$ cat src/source/branchUnit_macros.svh
`ifndef BRANCHUNIT_MACROS_SVH
`define BRANCHUNIT_MACROS_SVH

// unconditional branch opcodes
// register and immediate forms
`define BU_OPC_BRU  6'o46
`define BU_OPC_BRUI 6'o56

// conditional branch opcodes
`define BU_OPC_BCC  6'o47
`define BU_OPC_BCCI 6'o57

// word address width of the fetch side
`define BU_PC_W 30

`endif

$ cat src/source/branchPkg.sv
`include "branchUnit_macros.svh"

package branchPkg;

  // register form of the instruction word
  typedef struct packed {
    logic [5:0]  opcode;
    logic [4:0]  rd;
    logic [4:0]  ra;
    logic [4:0]  rb;
    logic [10:0] alt;
  } regForm_t;

  // immediate form with a 16 bit literal
  typedef struct packed {
    logic [5:0]  opcode;
    logic [4:0]  rd;
    logic [4:0]  ra;
    logic [15:0] imm;
  } immForm_t;

  // one 32 bit word seen through either encoding
  typedef union packed {
    regForm_t regForm;
    immForm_t immForm;
  } instWord_u;

  // branch condition as carried in rd[2:0]
  typedef enum logic [2:0] {
    condEq = 3'd0,
    condNe = 3'd1,
    condLt = 3'd2,
    condLe = 3'd3,
    condGt = 3'd4,
    condGe = 3'd5
  } branchCond_e;

  // decoded branch control for the resolver
  typedef struct packed {
    logic        isBranch;
    logic        isUncond;
    branchCond_e cond;
    logic        delaySlot;
  } condCtrl_t;

  // zero and sign of the captured compare operand
  typedef struct packed {
    logic isZero;
    logic isNeg;
  } opFlags_t;

  // forwarding source picked by the hazard logic
  typedef enum logic [1:0] {
    fwdReg = 2'd0,
    fwdAlu = 2'd1,
    fwdIo  = 2'd2
  } fwdSel_e;

  // fetch side word address
  typedef logic [`BU_PC_W-1:0] pcWord_t;

endpackage

$ cat src/source/branchDecode.sv
`timescale 1ns/1ps
`include "branchUnit_macros.svh"

module branchDecode
  import branchPkg::*;
(
  input  logic      gclk,
  input  logic      arstN,
  input  logic      decEn,
  input  instWord_u inst,
  input  logic      squash,
  input  logic      flush,
  output condCtrl_t ctrl
);

  // idle value of the control register
  // resolver sees this as never taken
  localparam condCtrl_t nonBranch = '{
    isBranch:  1'b0,
    isUncond:  1'b0,
    cond:      condEq,
    delaySlot: 1'b0
  };

  logic [5:0] opcode;
  logic       isBru;
  logic       isBcc;
  condCtrl_t  decoded;

  // opcode and rd read through the register view
  assign opcode = inst.regForm.opcode;

  // both encodings of each branch class
  assign isBru = (opcode == `BU_OPC_BRU) || (opcode == `BU_OPC_BRUI);
  assign isBcc = (opcode == `BU_OPC_BCC) || (opcode == `BU_OPC_BCCI);

  always_comb begin
    decoded = nonBranch;
    if (isBru) begin
      // unconditional with the delay bit in ra[4]
      decoded.isBranch  = 1'b1;
      decoded.isUncond  = 1'b1;
      decoded.delaySlot = inst.immForm.ra[4];
    end else if (isBcc) begin
      // condition code in low rd bits
      decoded.isBranch  = 1'b1;
      decoded.cond      = branchCond_e'(inst.regForm.rd[2:0]);
      // delay bit in rd[4] for conditionals
      decoded.delaySlot = inst.regForm.rd[4];
    end
  end

  // decode stage control register
  // flush wins so a resolved branch is dropped at once
  always_ff @(posedge gclk or negedge arstN) begin
    if (!arstN) begin
      ctrl <= nonBranch;
    end else if (flush) begin
      ctrl <= nonBranch;
    end else if (decEn) begin
      // squashed slot never branches
      if (squash) begin
        ctrl <= nonBranch;
      end else begin
        ctrl <= decoded;
      end
    end
  end

endmodule

$ cat src/source/operandCapture.sv
`timescale 1ns/1ps

module operandCapture
  import branchPkg::*;
(
  input  logic        gclk,
  input  logic        arstN,
  input  logic        decEn,
  input  fwdSel_e     fwdSel,
  input  logic [31:0] regA,
  input  logic [31:0] aluResult,
  input  logic [31:0] ioReg,
  output opFlags_t    flags
);

  logic [31:0] operand;

  // forwarding mux as chosen by the hazard logic
  always_comb begin
    case (fwdSel)
      fwdAlu:  operand = aluResult;
      fwdIo:   operand = ioReg;
      // register file value otherwise
      default: operand = regA;
    endcase
  end

  // only zero and sign are kept
  // enough for every compare against zero
  always_ff @(posedge gclk or negedge arstN) begin
    if (!arstN) begin
      flags.isZero <= 1'b0;
      flags.isNeg  <= 1'b0;
    end else if (decEn) begin
      flags.isZero <= (operand == 32'd0);
      // signed view so msb is the sign
      flags.isNeg  <= operand[31];
    end
  end

endmodule

$ cat src/source/branchResolve.sv
`timescale 1ns/1ps

module branchResolve
  import branchPkg::*;
(
  input  logic      gclk,
  input  logic      arstN,
  input  logic      decEn,
  input  logic      exeEn,
  input  condCtrl_t ctrl,
  input  opFlags_t  flags,
  output logic      taken,
  output logic      decSkip,
  output logic      flush,
  output logic      exeSkip,
  output logic      branchTaken
);

  logic condHolds;
  logic skipPend;

  // gt and ge built as inverted le and lt
  always_comb begin
    case (ctrl.cond)
      condEq:  condHolds = flags.isZero;
      condNe:  condHolds = !flags.isZero;
      condLt:  condHolds = flags.isNeg;
      condLe:  condHolds = flags.isNeg || flags.isZero;
      condGt:  condHolds = !(flags.isNeg || flags.isZero);
      condGe:  condHolds = !flags.isNeg;
      // reserved codes never branch
      default: condHolds = 1'b0;
    endcase
  end

  // unconditional ignores the flags
  assign taken = ctrl.isBranch && (ctrl.isUncond || condHolds);

  // squash next slot unless delay bit set
  // pending bit covers a flush that happened during a decode stall
  assign decSkip = (taken && !ctrl.delaySlot) || skipPend;

  // branch consumed once execute takes it
  assign flush = taken && exeEn;

  // squash still owed to the decode stage
  always_ff @(posedge gclk or negedge arstN) begin
    if (!arstN) begin
      skipPend <= 1'b0;
    end else if (decEn) begin
      skipPend <= 1'b0;
    end else if (decSkip) begin
      skipPend <= 1'b1;
    end
  end

  // execute stage copies
  always_ff @(posedge gclk or negedge arstN) begin
    if (!arstN) begin
      exeSkip     <= 1'b0;
      branchTaken <= 1'b0;
    end else if (exeEn) begin
      exeSkip     <= decSkip;
      branchTaken <= taken;
    end
  end

endmodule

$ cat src/source/pcPipeline.sv
`timescale 1ns/1ps
`include "branchUnit_macros.svh"

module pcPipeline
  import branchPkg::*;
(
  input  logic                gclk,
  input  logic                arstN,
  input  logic                exeEn,
  input  logic                taken,
  input  logic [31:0]         aluResult,
  input  logic                fetchAdvance,
  output logic [31:0]         fetchAddr,
  output logic [`BU_PC_W-1:0] instPc,
  output logic [`BU_PC_W-1:0] curPc
);

  pcWord_t preIpc;
  pcWord_t nextWord;
  pcWord_t pcInc;

  // one word step when fetch moves on
  assign pcInc = {{(`BU_PC_W-1){1'b0}}, fetchAdvance};

  // target word from alu on a taken branch
  // otherwise sequential from last fetch
  assign nextWord = taken ? aluResult[31:32-`BU_PC_W] : (preIpc + pcInc);

  // byte address with low bits zero
  assign fetchAddr = {nextWord, {(32 - `BU_PC_W){1'b0}}};

  // three addresses in flight
  // fetch then decode then execute
  always_ff @(posedge gclk or negedge arstN) begin
    if (!arstN) begin
      preIpc <= '0;
      instPc <= '0;
      curPc  <= '0;
    end else if (exeEn) begin
      preIpc <= nextWord;
      instPc <= preIpc;
      curPc  <= instPc;
    end
  end

endmodule

$ cat src/source/branchUnit.sv
`timescale 1ns/1ps
`include "branchUnit_macros.svh"

module branchUnit
  import branchPkg::*;
(
  input  logic                gclk,
  input  logic                arstN,
  input  logic                decEn,
  input  logic                exeEn,
  input  instWord_u           inst,
  input  fwdSel_e             fwdSel,
  input  logic [31:0]         regA,
  input  logic [31:0]         aluResult,
  input  logic [31:0]         ioReg,
  input  logic                fetchAdvance,
  output logic [31:0]         fetchAddr,
  output logic [`BU_PC_W-1:0] instPc,
  output logic [`BU_PC_W-1:0] curPc,
  output logic                decSkip,
  output logic                exeSkip,
  output logic                branchTaken
);

  condCtrl_t ctrl;
  opFlags_t  flags;
  logic      taken;
  logic      flush;

  // decode stage branch control
  branchDecode branchDecode_i (
    .gclk   (gclk),
    .arstN  (arstN),
    .decEn  (decEn),
    .inst   (inst),
    .squash (decSkip),
    .flush  (flush),
    .ctrl   (ctrl)
  );

  // compare operand flags
  operandCapture operandCapture_i (
    .gclk      (gclk),
    .arstN     (arstN),
    .decEn     (decEn),
    .fwdSel    (fwdSel),
    .regA      (regA),
    .aluResult (aluResult),
    .ioReg     (ioReg),
    .flags     (flags)
  );

  // taken and squash decision
  branchResolve branchResolve_i (
    .gclk        (gclk),
    .arstN       (arstN),
    .decEn       (decEn),
    .exeEn       (exeEn),
    .ctrl        (ctrl),
    .flags       (flags),
    .taken       (taken),
    .decSkip     (decSkip),
    .flush       (flush),
    .exeSkip     (exeSkip),
    .branchTaken (branchTaken)
  );

  // fetch address and pc stages
  pcPipeline pcPipeline_i (
    .gclk         (gclk),
    .arstN        (arstN),
    .exeEn        (exeEn),
    .taken        (taken),
    .aluResult    (aluResult),
    .fetchAdvance (fetchAdvance),
    .fetchAddr    (fetchAddr),
    .instPc       (instPc),
    .curPc        (curPc)
  );

endmodule

$ cat config.mk
export PLATFORM = sky130hd
export DESIGN_NAME = branchUnit
export DESIGN_NICKNAME = d
export VERILOG_FILES = /design/src/source/branchPkg.sv /design/src/source/branchDecode.sv /design/src/source/operandCapture.sv /design/src/source/branchResolve.sv /design/src/source/pcPipeline.sv /design/src/source/branchUnit.sv
export VERILOG_INCLUDE_DIRS = /design/src /design/src/source
export SDC_FILE = /design/constraint.sdc
export NUM_CORES = 1
export LEC_CHECK = 0
export BUFFER_PORTS_ARGS = -buffer_cell sky130_fd_sc_hd__buf_2
export CORE_MARGIN = 4
export CORE_UTILIZATION = 25
export CTS_CLUSTER_SIZE = 40
export DETAILED_ROUTE_END_ITERATION = 10
export HOLD_SLACK_MARGIN = 0.12
export PLACE_DENSITY = 0.55
export SYNTH_ARGS = -nofsm -noshare
export SYNTH_HDL_FRONTEND = slang
export SYNTH_SLANG_ARGS = --single-unit
export TNS_END_PERCENT = 5
$ cat constraint.sdc
create_clock -name gclk -period 6.8 [get_ports gclk]
set_input_delay 1.02 -clock gclk [delete_from_list [all_inputs] [get_ports gclk]]
set_output_delay 1.02 -clock gclk [all_outputs]
set_load 0.03 [all_outputs]
# ---- Yosys cells after proc, flatten, opt, wreduce, memory -nomap -nowiden
# Cells that the tools add are included.
dict set report classes {
  n_reduce_logical 16
  n_mux 14
  eq_ne 11
  add_sub_neg 1
}
# cell n
set ops {}
lappend ops {{$pmux 32 s2} 1}
lappend ops {{$logic_not 32->1} 1}
lappend ops {{$add 30x1->30} 1}
lappend ops {{$mux 30} 1}
lappend ops {{$eq 6x6->1 const B} 4}
lappend ops {{$mux 6} 3}
lappend ops {{$eq 3x2->1 const B} 2}
lappend ops {{$eq 3x3->1 const B} 2}
lappend ops {{$mux 1} 6}
lappend ops {{$pmux 1 s6} 1}
lappend ops {{$logic_or 1x1->1} 5}
lappend ops {{$logic_not 1->1} 4}
lappend ops {{$mux 4} 1}
lappend ops {{$reduce_bool 2->1} 2}
lappend ops {{$eq 3x1->1 const B} 1}
lappend ops {{$logic_and 1x1->1} 3}
lappend ops {{$logic_not 3->1} 1}
lappend ops {{$mux 3} 1}
lappend ops {{$eq 2x1->1 const B} 1}
lappend ops {{$eq 2x2->1 const B} 1}
dict set report word_totals {
  regBits 101
  elab_cells 54
  in_bits 135
  out_inout_bits 95
}

# ---- Longest topological paths before layout
dict set report depth {
  ltp_word 10
  depth_mapped 8
  ltp_nobuf 7
}

# ---- Modules after synthesis
# From an unflattened synthesis, not the netlist that was laid out.
dict set report unflattened {
  hier_cells 600
  hier_area_um2 5943.2
}
# module cells_each seq_area_each_um2 area_each_um2 n_inst
set by_module_without_submodules {}
lappend by_module_without_submodules {pcPipeline 502 2252.2 5049.8 1}
lappend by_module_without_submodules {operandCapture 47 50.0 367.9 1}
lappend by_module_without_submodules {branchDecode 27 150.1 306.5 1}
lappend by_module_without_submodules {branchResolve 24 75.1 219.0 1}

# ---- Worst setup path after synthesis
# OpenSTA, ideal clock, no wires.
dict set report synth_timing {
  kind {in2out}
  start {input fetchAdvance}
  end {output fetchAddr[28]}
  path_buffers 0
  arrival_ns 2.915
  required_ns 5.780
  slack_ns 2.865
  stages 7
  cell_sequence {ha_1 ha_1 nand3_1 nor4_2 nand3_1 xor2_1 a21oi_1}
}
dict set report synth_between {
  elab_chain_cells 2
}
# element line
set synth_lines {}
lappend synth_lines {{start, declared} branchUnit.sv:16} ;# input logic fetchAdvance,
lappend synth_lines {{$add 30x1->30} pcPipeline.sv:27} ;# assign nextWord = taken ? aluResult[31:32-`BU_PC_W] : (preIpc + pcInc);
lappend synth_lines {{$mux 30} pcPipeline.sv:27}
lappend synth_lines {{end, declared} branchUnit.sv:17} ;# output logic [31:0] fetchAddr,
# Every way passes these cells.

# ---- Worst setup path in the final report
dict set report layout_timing {
  start {input fetchAdvance}
  end {output fetchAddr[22]}
}
# The elaborated chain is that of the path after synthesis.

==> reports/qor.yml <==
final_layout:
  antenna_cells: 0
  area_growth_pct: 26.6
  finalCoreUtilization: 0.325
  nets: 867
  drive_gt1_frac: 0.413
  fin_cells: 1013
  fin_area_sq_um: 7180
logic_synthesis:
  ys_seq_area_frac: 0.446
  synth.most_common_cell: "dfrtp_1"
  synth_cell_types: 60
  synthTopCellsByArea: "dfrtp_1 45%, mux2_2 13%, a21oi_1 3.4%, mux2i_1 3.4%, xnor2_1 3.1%"
  synth_top_area_share: 0.446
  syn-mean-instance-area_sq_um: 10.4
  synth_cells: 545
  synth.ff_latch_count: 101
  ys.flop_type: "dfrtp_1"
  yosys.area.top_type: "dfrtp_1"
  synth-edff-count: 0
  syn-cell-area_sq_um: 5670
  async_flop_share: 1.00
  yosys_warnings: 0
  synth_top_cells_by_count: "101 x dfrtp_1, 67 x mux2_2, 42 x nor2_1, 39 x a21oi_1, 24 x nor4_1"
global_routing:
  grt_pass1_vias: 4739
  overflow: 0
  grtUsageTotal: 0.136
  grt_max_degree: 91
  grt_pass1_wl_mm: 26.8
  antenna_found_initial: 0
pwr:
  total_power_mw: 2.79
  power_leakage_nw: 3.26
  peakVddDrop_mv: 0.238
  cellPowerDensity_nw_per_um2: 389
  power.switching_mw: 1.24
  seq_power_share: 0.375
  switching_share: 0.444
  intPower_mw: 1.55
  pwr-share-comb: 0.431
  p_clk_frac: 0.195
floorplanning:
  die_h_microns: 159
  dieWidth_microns: 159
  initial_utilization: 0.257
  num_io_pins: 230
  std_cell_rows: 54
  dieArea_sq_um: 25100
  core_area_sq_um: 22100
critical_path:
  cp_slowest_cell: "nor4_2"
  path_cells: "buf_2 -> ha_1 -> ha_1 -> nand3_1 -> nor4_2 -> nand3_1 -> xor2_1 -> a21oi_1 -> buf_2"
  cp-start-kind: "input port"
  path_class: "in -> out"
  path_delay_family: "simple AND/OR/NAND/NOR gates"
  cp-end-kind: "output port"
  path_buf_inv: 2
  cpPeakStageDelay_ns: 0.85
  required_ns: 5.78
  cp_max_fo: 6
  critPathArrivalTime_ns: 3.44
sta:
  max-slew-margin-rel: 0.290
  rsz0062_at_grt: "no"
  period_needed_ns: 4.46
  fin_tns_setup_ns: 0
  final_max_slew_viol_count: 0
  post-route-period-util: 0.656
  layout_setup_ws_ns: 2.34
  setup_viol_count_final: 0
  tightestPinTransition_ns: 1.07
  hold_viol: 0
  max_freq_mhz: 224
  skew_ns: 0.00880
  holdWs_ns: 0.481
drt:
  drt-vias-per-instance: 4.83
  vias: 4889
  wl_per_cell_microns: 17.1
  drt_pass1_iterations: 4
  postRouteAntennaNets: 0
  first_iter_violations: 254
  drcViolationCount: 0
  wl_mm: 17.4
cts:
  cts.htree.levels: 3
  clock_latency_ns: 0.35
  numCtsBuffers: 9
  clockBufferDepth: 2
  cts_tree: "built"
  cts-hold-fix-buffers: 0
  post_cts_buffers: 0
  ctsResizeCount: 0
  cts.sinks: 101
  cts_root_buf: "clkbuf_16"
  clk_pin_slew_ns: 0.07
placement:
  dp_slack_ns: 2.39
  place.gp.congestion: 0.798
  dpl_cell_area_sq_um: 6870
  dp_hpwl_mm: 12.9
  post-place-cells: 997
  io_buffers: 205
outcome:
  status: "finished clean"
job:
  drv_cap: 0
min_path:
  hold_class: "reg -> reg"
==> final timing paths <==
kind	cells after the start	from	to	slack (ns)
setup reg to reg	5	branchDecode_i.ctrl[1]	pcPipeline_i.preIpc[16]	4.02
hold / removal	1	branchDecode_i.ctrl[5]	branchDecode_i.ctrl[5]	0.48
max in group asynchronous	2	arstN	pcPipeline_i.curPc[0]	4.87
hold reg to reg	1	branchDecode_i.ctrl[5]	branchDecode_i.ctrl[5]	0.48
min in group asynchronous	1	arstN	pcPipeline_i.curPc[23]	0.58
setup / recovery	9	fetchAdvance	fetchAddr[22]	2.34
==> cell families after synthesis <==
kind of cell               count (synthesis)  share of synthesized area
DFF                                      101                      0.446
muxes                                     86                      0.167
adders and majority gates                  4                    0.00883
AOI/OAI and AO/OA                        106                      0.129
and+or+nand+nor                          165                      0.158
buffers and inverters                     55                     0.0497
other                                      1                   0.000662
xor gates and xnor gates                  27                     0.0417
==> power by group through the flow <==
stage / combinational (mW) / clock (mW) / sequential, mW
2_1_floorplan: 0.599 / 0 / 1.27
3_3_place_gp: 1.21 / 0 / 1.06
5_1_grt: 1.29 / 0.591 / 1.09
4_1_cts: 1.22 / 0.572 / 1.05
3_5_place_dp: 1.21 / 0 / 1.06
6_report: 1.20 / 0.543 / 1.05
==> sequential cells by signal (all words and copies together) (netlist names) <==
signal                       flops
pcPipeline_i.preIpc             30
branchResolve_i.skipPend         1
branchDecode_i.ctrl              6
branchResolve_i.exeSkip          1
pcPipeline_i.curPc              30
branchResolve_i.branchTaken      1
pcPipeline_i.instPc             30
operandCapture_i.flags           2
==> metal layers <==
metal	global-route usage	wire (microns)
met1	0.196	8150
met2	0.203	7840
met3	0.0345	1230
met5	0	0
met4	0.0353	144
==> final cells by class <==
| type | instances | area [sq um] |
|---|---|---|
| tap | 280 | 350 |
| timing repair buffer | 208 | 1050 |
| inverter | 18 | 67.6 |
| sequential | 101 | 2530 |
| clock buffer | 10 | 239 |
| clock inverter | 6 | 68.8 |
| multi-input combinational | 390 | 2870 |
| fill | 2295 | 14900 |
==> placed cells by master (no fill, tap or decap), types with 6 or more instances in the layout <==
| cell | n |
|---|---|
| nor3_1 | 13 |
| xor2_1 | 7 |
| buf_2 | 203 |
| nor2_1 | 42 |
| nand3_1 | 16 |
| nand2_1 | 23 |
| nor4_1 | 24 |
| o2bb2ai_1 | 7 |
| inv_1 | 17 |
| clkbuf_16 | 9 |
| xnor2_1 | 20 |
| mux2_2 | 67 |
| dfrtp_1 | 101 |
| and3_1 | 6 |
| a2bb2oi_1 | 7 |
| mux2i_1 | 19 |
| o21ai_0 | 14 |
| nand4_1 | 16 |
| a21oi_1 | 39 |
No activity file was read; power rests on OpenSTA's default activity.
